$ cat config.mk
export PLATFORM = sky130hd
export DESIGN_NAME = axi_write_engine_flat
export DESIGN_NICKNAME = d
export VERILOG_FILES = /design/src/axi_mem_pkg.sv /design/src/mem_port_if.sv /design/src/axi_write_engine.sv /design/src/flat_wrapper.sv
export SDC_FILE = /design/constraint.sdc
export NUM_CORES = 1
export LEC_CHECK = 0
export ABC_AREA = 1
export ABC_CLOCK_PERIOD_IN_PS = 6550
export BUFFER_PORTS_ARGS = -buffer_cell sky130_fd_sc_hd__buf_2
export CORE_MARGIN = 5
export CORE_UTILIZATION = 43
export DETAILED_ROUTE_END_ITERATION = 6
export GPL_ROUTABILITY_DRIVEN = 0
export PLACE_DENSITY = 0.9
export SLEW_MARGIN = 20
export SYNTH_ARGS = -nofsm -noshare
export SYNTH_HDL_FRONTEND = slang
export SYNTH_SLANG_ARGS = --single-unit
$ cat constraint.sdc
create_clock -name clock -period 6.55 [get_ports clock]
set_input_delay 1.31 -clock clock [delete_from_list [all_inputs] [get_ports clock]]
set_output_delay 1.31 -clock clock [all_outputs]
set_load 0.01 [all_outputs]
$ cat src/axi_mem_pkg.sv
package axi_mem_pkg;

    // bus widths
    localparam int addr_w = 32;
    localparam int data_w = 32;
    localparam int strb_w = data_w / 8;

    // AXI response codes, only the two this slave returns
    typedef enum logic [1:0] {
        resp_okay   = 2'b00,
        resp_slverr = 2'b10
    } axi_resp_t;

    // address decode result
    typedef enum logic [1:0] {
        region_flash = 2'd0,
        region_sdram = 2'd1,
        region_uart  = 2'd2,
        region_none  = 2'd3
    } region_t;

    // region base addresses
    localparam logic [addr_w-1:0] flash_base = 32'h3000_0000;
    localparam logic [addr_w-1:0] sdram_base = 32'ha000_0000;
    localparam logic [addr_w-1:0] uart_base  = 32'h1000_0000;

    // console window, byte 0 carries the character
    localparam int uart_bytes = 8;

endpackage

$ cat src/mem_port_if.sv
`timescale 1ns/1ps

interface mem_port_if;
    import axi_mem_pkg::*;

    // read half, answered one cycle after rd_en
    logic              rd_en;
    logic [addr_w-1:0] rd_addr;
    logic [data_w-1:0] rd_data;
    logic              rd_err;

    // write half, wr_err is valid in the same cycle as wr_en
    logic              wr_en;
    logic [addr_w-1:0] wr_addr;
    logic [data_w-1:0] wr_data;
    logic [strb_w-1:0] wr_strb;
    logic              wr_err;

    modport reader (output rd_en, rd_addr, input rd_data, rd_err);

    modport writer (output wr_en, wr_addr, wr_data, wr_strb, input wr_err);

    modport router (
        input  rd_en, rd_addr, wr_en, wr_addr, wr_data, wr_strb,
        output rd_data, rd_err, wr_err
    );

endinterface

$ cat src/axi_write_engine.sv
`timescale 1ns/1ps

module axi_write_engine (
    input  logic                            clock,
    input  logic                            rst_n,
    input  logic                            awvalid,
    output logic                            awready,
    input  logic [axi_mem_pkg::addr_w-1:0]  awaddr,
    input  logic                            wvalid,
    output logic                            wready,
    input  logic [axi_mem_pkg::data_w-1:0]  wdata,
    input  logic [axi_mem_pkg::strb_w-1:0]  wstrb,
    output logic                            bvalid,
    input  logic                            bready,
    output axi_mem_pkg::axi_resp_t          bresp,
    mem_port_if.writer                      mem
);
    import axi_mem_pkg::*;

    typedef enum logic [2:0] {
        wr_idle,
        wr_wait_addr,
        wr_wait_data,
        wr_write,
        wr_respond
    } wr_state_t;

    wr_state_t         state;
    logic [addr_w-1:0] addr_q;
    logic [data_w-1:0] data_q;
    logic [strb_w-1:0] strb_q;
    axi_resp_t         bresp_q;
    logic              aw_fire;
    logic              w_fire;

    assign awready = (state == wr_idle) || (state == wr_wait_addr);
    assign wready  = (state == wr_idle) || (state == wr_wait_data);
    assign aw_fire = awvalid && awready;
    assign w_fire  = wvalid && wready;

    always_ff @(posedge clock) begin
        if (!rst_n) begin
            state <= wr_idle;
        end else begin
            case (state)
                wr_idle: begin
                    if (aw_fire && w_fire) begin
                        state <= wr_write;
                    end else if (aw_fire) begin
                        state <= wr_wait_data;
                    end else if (w_fire) begin
                        state <= wr_wait_addr;
                    end
                end
                wr_wait_addr: begin
                    if (aw_fire) begin
                        state <= wr_write;
                    end
                end
                wr_wait_data: begin
                    if (w_fire) begin
                        state <= wr_write;
                    end
                end
                wr_write: state <= wr_respond;
                wr_respond: begin
                    if (bready) begin
                        state <= wr_idle;
                    end
                end
                default: state <= wr_idle;
            endcase
        end
    end

    // address and data arrive independently
    always_ff @(posedge clock) begin
        if (aw_fire) begin
            addr_q <= awaddr;
        end
        if (w_fire) begin
            data_q <= wdata;
            strb_q <= wstrb;
        end
        if (state == wr_write) begin
            bresp_q <= mem.wr_err ? resp_slverr : resp_okay;
        end
    end

    assign mem.wr_en   = (state == wr_write);
    assign mem.wr_addr = addr_q;
    assign mem.wr_data = data_q;
    assign mem.wr_strb = strb_q;

    assign bvalid = (state == wr_respond);
    assign bresp  = bresp_q;

endmodule

$ cat src/flat_wrapper.sv
// flat-port wrapper written by rule: the top's interface ports become plain ports
module axi_write_engine_flat import axi_mem_pkg::*;
  (clock, rst_n, awvalid, awready, awaddr, wvalid, wready, wdata, wstrb, bvalid, bready, bresp, mem_wr_en, mem_wr_addr, mem_wr_data, mem_wr_strb, mem_wr_err);
  mem_port_if mem_i ();
  input  logic clock;
  input  logic rst_n;
  input  logic awvalid;
  output logic awready;
  input  logic [axi_mem_pkg::addr_w-1:0] awaddr;
  input  logic wvalid;
  output logic wready;
  input  logic [axi_mem_pkg::data_w-1:0] wdata;
  input  logic [axi_mem_pkg::strb_w-1:0] wstrb;
  output logic bvalid;
  input  logic bready;
  output axi_mem_pkg::axi_resp_t bresp;
  output wire logic [$bits(mem_i.wr_en)-1:0] mem_wr_en;
  output wire logic [$bits(mem_i.wr_addr)-1:0] mem_wr_addr;
  output wire logic [$bits(mem_i.wr_data)-1:0] mem_wr_data;
  output wire logic [$bits(mem_i.wr_strb)-1:0] mem_wr_strb;
  input wire logic [$bits(mem_i.wr_err)-1:0] mem_wr_err;
  assign mem_wr_en = mem_i.wr_en;
  assign mem_wr_addr = mem_i.wr_addr;
  assign mem_wr_data = mem_i.wr_data;
  assign mem_wr_strb = mem_i.wr_strb;
  assign mem_i.wr_err = mem_wr_err;
  axi_write_engine u_core (.clock(clock), .rst_n(rst_n), .awvalid(awvalid), .awready(awready), .awaddr(awaddr), .wvalid(wvalid), .wready(wready), .wdata(wdata), .wstrb(wstrb), .bvalid(bvalid), .bready(bready), .bresp(bresp), .mem(mem_i));
endmodule
==> results.cfg <==
[synthesis]
syn_area_per_cell_um2 = 21.2
synth_compound_area_frac = 0.0103
synth.area.mux_share = 0
ys_warn_count = 0
synth_cell_types = 17
syn_inst = 109
yosysSeqAreaShare = 0.921
synth-xor-area-share = 0
synth_top_family_by_area = simple AND/OR/NAND/NOR gates
synthAdderAreaFrac = 0
synth-simple-area-share = 0.0492
syn_nets = 183
syn_area_mm2 = 0.00231
synth_seq_cells = 72

[drt]
post_drt_via_cell_ratio = 4.55
wire_per_inst_um = 15.6
drc = 0
routed_wl_um = 5310
first_iter_violations = 47
drtAntennaViolNets = 0
vias = 1552
first_pass_iters = 6

[clock_tree]
cts_setup_buffers = 0
clk_root_buffer_cell = clkbuf_8
h-tree-depth = 3
cts.repair.resized = 0
cts_inserted_buffers = 9
cts_hold_buffers = 0
cts_sinks = 72
clkTransAtPathRegs_ns = 0.07
cts_tree = yes
cts_buffer_depth = 2
insertion_delay_ns = 0.33

[place]
place_ws_ns = 3.97
dp_hpwl_um = 4340
port_buffers = 146
dp.cells = 325

[floorplan]
rows = 26
initial_utilization = 0.448
dieArea_mm2 = 0.00695
coreArea_mm2 = 0.00517
io_pins = 148
dieHeight_um = 83.4
die_w_um = 83.4

[timing]
hold_slack_ns = 0.568
fin_setup_tns_ns = 0
finClkSkew_ns = 0.00312
slew_headroom = 0.417
drv_slew = 0
tightest_slew_ns = 0.873
finalHoldViolCount = 0
fin_ws_ns = 3.93
rsz0062_at_grt = no
setup_viol_count_final = 0
period_share = 0.401
fmax_mhz = 381
period_minus_slack_ns = 2.62

[final_layout]
final_cell_mix = buf_2, edfxtp_1, clkbuf_8, inv_1, nand3_1
final_common_cell = buf_2
fill_cells = 379
finalNonFillerCells = 341
utilization = 0.653
drive_gt1_frac = 0.624
antennaDiodeCount = 0
syn_to_final_growth_pct = 45.9
nNetsFinal = 340

[critical_path]
cp.required_ns = 5.24
crit_chain = nor2_4, inv_1, o21ai_0, buf_2
rrSetupSlack_ns = 4.84
max_stage_delay_ns = 0.38
worstPathArrival_ns = 1.31
r2r-start = u_core.state[2]
end_kind = output pin
slowest_stage = dfxtp_1
r2r-end = u_core.mem.wr_data[7]
r2r_cells = 3
path_buf_inv = 2
crit_type = flop to output pin
start_kind = flop
cp_max_fo = 6
path_delay_family = flip-flops

[global_route]
grt_max_degree = 37
grt_overflow_total = 0
grt_pass1_vias = 1606
grt_first_pass_wirelength_um = 8250
antenna_found_initial = 0
grt_usage = 0.159

[run]
drv_cap = 0

[power_and_ir_drop]
power_density_mw_per_mm2 = 396
max-vdd-ir-drop_uv = 243
p_leak_nw = 1.48

[status]
outcome = finished, final reports clean

[worst_hold_path]
hp-class = flop to flop
holdPathEnd = u_core.state[1]
min_path_cells = 2
holdCritStartpoint = u_core.state[1]
-- report_power, final --
group | internal (W) | switching (W) | leakage (nW)
Combinational | 0.000101 | 0.000182 | 0.676
Clock | 0.000249 | 0.000147 | 0.114
Sequential | 0.000626 | 0.0000317 | 0.685
Total | 0.000976 | 0.000361 | 1.48
-- metrics by stage --
step                      power, W  cell area (um2)
final                      0.00134             3380
after floorplan           0.000814             2310
after CTS                  0.00135             3380
after global routing       0.00141             3380
after detailed placement  0.000956             3140
after global placement    0.000942             3140
-- kinds of logic after synthesis --
kind of cell    after synthesis
simple gates                 22
other cells                   1
flops                        72
buf+inv                      10
compound gates                4
-- sequential cells by signal, indices dropped and copies added (netlist names) --
name / flops
u_core.mem.wr_strb: 4
u_core.mem.wr_addr: 32
u_core.mem.wr_data: 32
u_core.bresp: 1
u_core.state: 3
-- routing by layer --
metal / up-vias / wire [um] / global-route usage
li1: 720 / - / -
met1: 711 / 2000 / 0.175
met2: 112 / 2540 / 0.257
met3: 9 / 659 / 0.0713
met4: 0 / 106 / 0.0847
met5: - / 0 / 0
-- area by class of cell --
cell class              instances  area (um2)  area share
repair buffers                147         738       0.219
inverters                       9        33.8      0.0100
well taps                      70        87.6      0.0259
flip-flops and latches         72        2130       0.631
clock buffers                   9         124      0.0367
multi-input cells              27         151      0.0448
clock inverters                 7         110      0.0326
-- cell usage after synthesis, drive strengths merged --
cell type | count | area (um2)
edfxtp | 69 | 2070
buf | 1 | 7.51
a21oi | 3 | 18.8
nand3 | 7 | 40.0
o21ai | 1 | 5.00
nor3 | 2 | 15.0
dfxtp | 3 | 60.1
conb | 1 | 3.75
nor2 | 7 | 33.8
nand2 | 6 | 25.0
inv | 9 | 33.8
-- worst min-delay path, stage by stage, from the launching register on --
cell,delay (ns)
dfxtp_1,0.37
nand2_1,0.11
a21oi_2,0.05
-- how the worst max path moves through the flow --
stage / slack (ns) / end / depth (start not counted) / start
after floorplan: 3.23 / u_core.mem.wr_data[0] / 2 / wvalid
after global placement: 3.99 / u_core.mem.wr_data[31] / 3 / wvalid
after detailed placement: 3.97 / u_core.mem.wr_data[31] / 3 / wvalid
after CTS: 3.90 / awready / 4 / u_core.state[2]
after global routing: 3.78 / awready / 4 / u_core.state[2]
final: 3.93 / awready / 4 / u_core.state[2]
Note: power is estimated with default switching activity, not from simulation.
