[src/axi_mem_pkg.sv]
package axi_mem_pkg;

    // bus widths
    localparam int addr_w = 32;
    localparam int data_w = 32;
    localparam int strb_w = data_w / 8;

    // AXI response codes, only the two this slave returns
    typedef enum logic [1:0] {
        resp_okay   = 2'b00,
        resp_slverr = 2'b10
    } axi_resp_t;

    // address decode result
    typedef enum logic [1:0] {
        region_flash = 2'd0,
        region_sdram = 2'd1,
        region_uart  = 2'd2,
        region_none  = 2'd3
    } region_t;

    // region base addresses
    localparam logic [addr_w-1:0] flash_base = 32'h3000_0000;
    localparam logic [addr_w-1:0] sdram_base = 32'ha000_0000;
    localparam logic [addr_w-1:0] uart_base  = 32'h1000_0000;

    // console window, byte 0 carries the character
    localparam int uart_bytes = 8;

endpackage

[src/mem_port_if.sv]
`timescale 1ns/1ps

interface mem_port_if;
    import axi_mem_pkg::*;

    // read half, answered one cycle after rd_en
    logic              rd_en;
    logic [addr_w-1:0] rd_addr;
    logic [data_w-1:0] rd_data;
    logic              rd_err;

    // write half, wr_err is valid in the same cycle as wr_en
    logic              wr_en;
    logic [addr_w-1:0] wr_addr;
    logic [data_w-1:0] wr_data;
    logic [strb_w-1:0] wr_strb;
    logic              wr_err;

    modport reader (output rd_en, rd_addr, input rd_data, rd_err);

    modport writer (output wr_en, wr_addr, wr_data, wr_strb, input wr_err);

    modport router (
        input  rd_en, rd_addr, wr_en, wr_addr, wr_data, wr_strb,
        output rd_data, rd_err, wr_err
    );

endinterface

[src/axi_read_engine.sv]
`timescale 1ns/1ps

module axi_read_engine (
    input  logic                            clock,
    input  logic                            rst_n,
    input  logic                            arvalid,
    output logic                            arready,
    input  logic [axi_mem_pkg::addr_w-1:0]  araddr,
    input  logic [7:0]                      arlen,
    output logic                            rvalid,
    input  logic                            rready,
    output logic [axi_mem_pkg::data_w-1:0]  rdata,
    output axi_mem_pkg::axi_resp_t          rresp,
    output logic                            rlast,
    mem_port_if.reader                      mem
);
    import axi_mem_pkg::*;

    typedef enum logic [1:0] {
        rd_idle,
        rd_fetch,
        rd_send
    } rd_state_t;

    rd_state_t         state;
    logic [addr_w-1:0] addr_q;
    logic [7:0]        len_q;
    logic [7:0]        beat_q;
    logic              fresh_q;
    logic [data_w-1:0] rdata_q;
    axi_resp_t         rresp_q;
    axi_resp_t         beat_resp;

    always_ff @(posedge clock) begin
        if (!rst_n) begin
            state   <= rd_idle;
            fresh_q <= 1'b0;
            beat_q  <= '0;
        end else begin
            case (state)
                rd_idle: begin
                    if (arvalid) begin
                        beat_q <= '0;
                        state  <= rd_fetch;
                    end
                end
                rd_fetch: begin
                    fresh_q <= 1'b1;
                    state   <= rd_send;
                end
                rd_send: begin
                    fresh_q <= 1'b0;
                    if (rready) begin
                        if (beat_q == len_q) begin
                            state <= rd_idle;
                        end else begin
                            beat_q <= beat_q + 8'd1;
                            state  <= rd_fetch;
                        end
                    end
                end
                default: state <= rd_idle;
            endcase
        end
    end

    // burst address and length, next beat is 4 bytes on
    always_ff @(posedge clock) begin
        if (state == rd_idle && arvalid) begin
            addr_q <= araddr;
            len_q  <= arlen;
        end else if (state == rd_send && rready && beat_q != len_q) begin
            addr_q <= addr_q + 32'd4;
        end
    end

    assign beat_resp = mem.rd_err ? resp_slverr : resp_okay;

    // capture the returned word on the first send cycle, then hold it
    always_ff @(posedge clock) begin
        if (fresh_q) begin
            rdata_q <= mem.rd_data;
            rresp_q <= beat_resp;
        end
    end

    assign arready = (state == rd_idle);
    assign mem.rd_en   = (state == rd_fetch);
    assign mem.rd_addr = addr_q;

    assign rvalid = (state == rd_send);
    assign rdata  = fresh_q ? mem.rd_data : rdata_q;
    assign rresp  = fresh_q ? beat_resp : rresp_q;
    assign rlast  = (state == rd_send) && (beat_q == len_q);

endmodule

[src/flat_wrapper.sv]
// flat-port wrapper written by rule: the top's interface ports become plain ports
module axi_read_engine_flat import axi_mem_pkg::*;
  (clock, rst_n, arvalid, arready, araddr, arlen, rvalid, rready, rdata, rresp, rlast, mem_rd_en, mem_rd_addr, mem_rd_data, mem_rd_err);
  mem_port_if mem_i ();
  input  logic clock;
  input  logic rst_n;
  input  logic arvalid;
  output logic arready;
  input  logic [axi_mem_pkg::addr_w-1:0] araddr;
  input  logic [7:0] arlen;
  output logic rvalid;
  input  logic rready;
  output logic [axi_mem_pkg::data_w-1:0] rdata;
  output axi_mem_pkg::axi_resp_t rresp;
  output logic rlast;
  output wire logic [$bits(mem_i.rd_en)-1:0] mem_rd_en;
  output wire logic [$bits(mem_i.rd_addr)-1:0] mem_rd_addr;
  input wire logic [$bits(mem_i.rd_data)-1:0] mem_rd_data;
  input wire logic [$bits(mem_i.rd_err)-1:0] mem_rd_err;
  assign mem_rd_en = mem_i.rd_en;
  assign mem_rd_addr = mem_i.rd_addr;
  assign mem_i.rd_data = mem_rd_data;
  assign mem_i.rd_err = mem_rd_err;
  axi_read_engine u_core (.clock(clock), .rst_n(rst_n), .arvalid(arvalid), .arready(arready), .araddr(araddr), .arlen(arlen), .rvalid(rvalid), .rready(rready), .rdata(rdata), .rresp(rresp), .rlast(rlast), .mem(mem_i));
endmodule
[config.mk]
export PLATFORM = sky130hd
export DESIGN_NAME = axi_read_engine_flat
export DESIGN_NICKNAME = d
export VERILOG_FILES = /design/src/axi_mem_pkg.sv /design/src/mem_port_if.sv /design/src/axi_read_engine.sv /design/src/flat_wrapper.sv
export SDC_FILE = /design/constraint.sdc
export NUM_CORES = 1
export LEC_CHECK = 0
export ABC_AREA = 0
export BUFFER_PORTS_ARGS = -buffer_cell sky130_fd_sc_hd__buf_2
export CAP_MARGIN = 25
export CORE_MARGIN = 10
export CORE_UTILIZATION = 35
export CTS_CLUSTER_DIAMETER = 40
export DETAILED_ROUTE_END_ITERATION = 12
export HOLD_SLACK_MARGIN = 0.02
export PLACE_DENSITY = 0.72
export SYNTH_ARGS = -nofsm -noshare
export SYNTH_HDL_FRONTEND = slang
export SYNTH_SLANG_ARGS = --single-unit
[constraint.sdc]
create_clock -name clock -period 9.28 [get_ports clock]
set_clock_uncertainty 0.15 [all_clocks]
set_input_delay 0.464 -clock clock [delete_from_list [all_inputs] [get_ports clock]]
set_output_delay 0.464 -clock clock [all_outputs]
set_load 0.005 [all_outputs]
==> impl_metrics.tcl <==
set metrics [dict create \
    outcome "completed" \
    synth.most_common_cell "dfxtp_1" \
    ys_warn_count 0 \
    avgSynthCellArea_um2 11.0 \
    crit_path_end_kind "flop" \
    drive_above_1_share_pct 40.3 \
    grt_max_degree 59 \
    syn-instance-count 364 \
    drt_iter0_markers 151 \
    slew_headroom_pct 44.4 \
    synth_area_leaders "edfxtp_1 (30%), dfxtp_1 (23%), mux2_2 (9.9%)" \
    grt_overflow 0 \
    diodes 0 \
    rows 38 \
    arrival_ns 2.62 \
    setup_viol 0 \
    start_util_pct 36.3 \
    netlist_top_cells_count "dfxtp_1 (45), edfxtp_1 (40), nor2_1 (37)" \
    tightest_slew_ns 0.832 \
    ir_drop_mv 0.168 \
    p_per_area_nw_per_um2 324 \
    post_cts_resized 0 \
    cts_buffers 9 \
    rsz0062_at_grt "no" \
    grt_use_total_pct 13.3 \
    syn-num-nets 447 \
    clk_latency_ns 0.34 \
    cts_sinks 85 \
    worstSetupStartpointType "flop" \
    layout.nets 587 \
    drtPass1Iterations 4 \
    hold_class "in -> reg" \
    period_share_pct 27.4 \
    cts_max_path_buffers 2 \
    hold_viol_final 0 \
    crit_type "reg -> reg" \
    dieArea_um2 16100 \
    antenna_found_initial 1 \
    coreArea_um2 11000 \
    synthToLayoutAreaGrowth_pct 29.9 \
    dp_cells 631 \
    maxCapViolCount 0 \
    period_minus_slack_ns 2.55 \
    ys_seq_elements 85 \
    p_sw_uw 586 \
    synth_top_area_share_pct 30.1 \
    vias 3348 \
    setup_tns_ns 0 \
    clock.fmax_ghz 0.393 \
    cpMaxStageDelayCell "o31ai_1" \
    yosysUniqueCellTypes 42 \
    io_pins 147 \
    cts_tree "done" \
    portBuffers 146 \
    rrSetupSlack_ns 6.73 \
    post-dp-hpwl_um 8290 \
    grt_pass1_wl_um 17500 \
    yosysTopAreaCell "edfxtp_1" \
    grt_pass1_vias 3487 \
    synth_ff_type "dfxtp_1" \
    power.share.clock_pct 22.0 \
    via_per_inst 5.16 \
    synth.cell_area_um2 3990 \
    internal-power_mw 1.09 \
    path_cells "inv_1, ha_1, nor2b_1, o31ai_1, o22ai_1, or3b_2" \
    crit_fanout 8 \
    wl_per_cell_um 17.0 \
    finalMaxSlewViolations 0 \
    final_cells 649 \
    postCtsSetupBuffers 0 \
    die_h_um 127 \
    drc 0 \
    p_comb_share_pct 37.6 \
    fp.dieW_um 127 \
    root_buffer "clkbuf_16" \
    ant_nets 0 \
    place.gp.congestion 0.805 \
    seqPwrFrac_pct 40.3 \
    ys_async_sr_fraction_pct 0 \
    switching_share_pct 34.9 \
    postCtsHoldBufs 0 \
    ys_seq_area_share_pct 52.7 \
    htree_levels 3 \
    clkSlewWorstSetupHoldPaths_ns 0.07 \
    p_leak_nw 2.08 \
    routed_wirelength_um 11000 \
    crit_required_ns 9.35 \
    synth_enable_flop_cells 40 \
    crit_path_max_incr_delay_ns 0.71 \
]
==> cells by family (layout without fill, tap and decap cells) <==
kind of cell,count (synthesis),in the layout,synth area share (%)
compound gates,64,64,10.8
buf+inv,30,175,3.20
xor+xnor,22,22,4.83
simple gates,120,120,16.2
mux,37,37,10.4
fa+ha+maj,6,6,1.88
flops,85,85,52.7
==> area by class of cell <==
| class | instances | area [um^2] |
|---|---|---|
| clock inverter | 6 | 57.6 |
| fill | 994 | 5800 |
| timing repair buffer | 149 | 786 |
| sequential | 85 | 2100 |
| multi-input combinational | 249 | 1770 |
| inverter | 10 | 37.5 |
| tap | 140 | 175 |
| clock buffer | 10 | 250 |
==> power groups by stage <==
stage | registers, mW | clock network, mW | logic [mW]
2_1_floorplan | 0.670 | 0 | 0.372
3_3_place_gp | 0.675 | 0 | 0.609
3_5_place_dp | 0.688 | 0 | 0.626
4_1_cts | 0.680 | 0.378 | 0.629
5_1_grt | 0.697 | 0.391 | 0.711
6_report | 0.677 | 0.370 | 0.632
==> state kept, by name, summed over array words and instances, names as in the netlist <==
signal              cells
u_core.mem.rd_addr     32
u_core.state            2
u_core.fresh_q          1
u_core.beat_q           8
u_core.rdata_q         32
u_core.len_q            8
u_core.rresp_q          2
==> metal layers <==
metal | vias to the layer above | GRT usage (%) | wire length (um)
met5 | - | 0 | 13
met4 | 2 | 6.03 | 208
met3 | 19 | 6.54 | 1180
met2 | 132 | 20.9 | 5020
met1 | 1547 | 14.8 | 4580
li1 | 1648 | - | -
==> final timing paths <==
path | start | to | cells after the start
max | u_core.state[0]$_SDFFE_PN0P_ | u_core.beat_q[7]$_SDFFE_PN0P_ | 6
min | arlen[6] | u_core.len_q[6]$_DFFE_PP_ | 1
max reg2reg | u_core.state[0]$_SDFFE_PN0P_ | u_core.beat_q[7]$_SDFFE_PN0P_ | 6
min reg2reg | u_core.rdata_q[8]$_DFF_P_ | u_core.rdata_q[8]$_DFF_P_ | 1
==> cell usage in the layout, fill, tap and decap left out, drive strengths merged, types with 2 or more instances in the layout <==
cell type  netlist  layout
a21oi           15      15
a22o             3       3
a31oi           14      14
a32o             2       2
and2             4       4
and3             7       7
and4             3       3
buf              4     149
clkbuf          16      10
dfxtp           45      45
edfxtp          40      40
ha               6       6
inv             10      15
mux2            35      35
mux2i            2       2
nand2           12      12
nand3           13      13
nand4           10      10
nor2            37      37
nor2b            5       5
nor3             8       8
nor4             4       4
o211ai           6       6
o21ai            3       3
o31a             2       2
o31ai           12      12
or3              2       2
or4             13      13
xnor2           17      17
xor2             5       5
==> through the flow <==
| stage | worst slack (ns) | util (%) | instance area, um^2 | hold slack, ns | power, mW |
|---|---|---|---|---|---|
| 2_1_floorplan | 5.54 | - | 3990 | 0.298 | 1.04 |
| 3_3_place_gp | 6.46 | 44.0 | 4830 | 0.302 | 1.28 |
| 3_5_place_dp | 6.36 | 44.0 | 4830 | 0.309 | 1.31 |
| 4_1_cts | 6.35 | 46.8 | 5130 | 0.135 | 1.69 |
| 5_1_grt | 6.58 | 47.2 | 5180 | 0.137 | 1.80 |
| 6_report | 6.73 | 47.2 | 5180 | 0.147 | 1.68 |
==> critical path: cells and delay by family, from the launching register on <==
| family | cells | cell delay, ns |
|---|---|---|
| buffers and inverters | 1 | 0.09 |
| AOI/OAI and AO/OA | 2 | 0.86 |
| and+or+nand+nor | 2 | 0.64 |
| adders and majority gates | 1 | 0.29 |
| DFF | 1 | 0.39 |
Note: power is estimated with default switching activity, not from simulation.
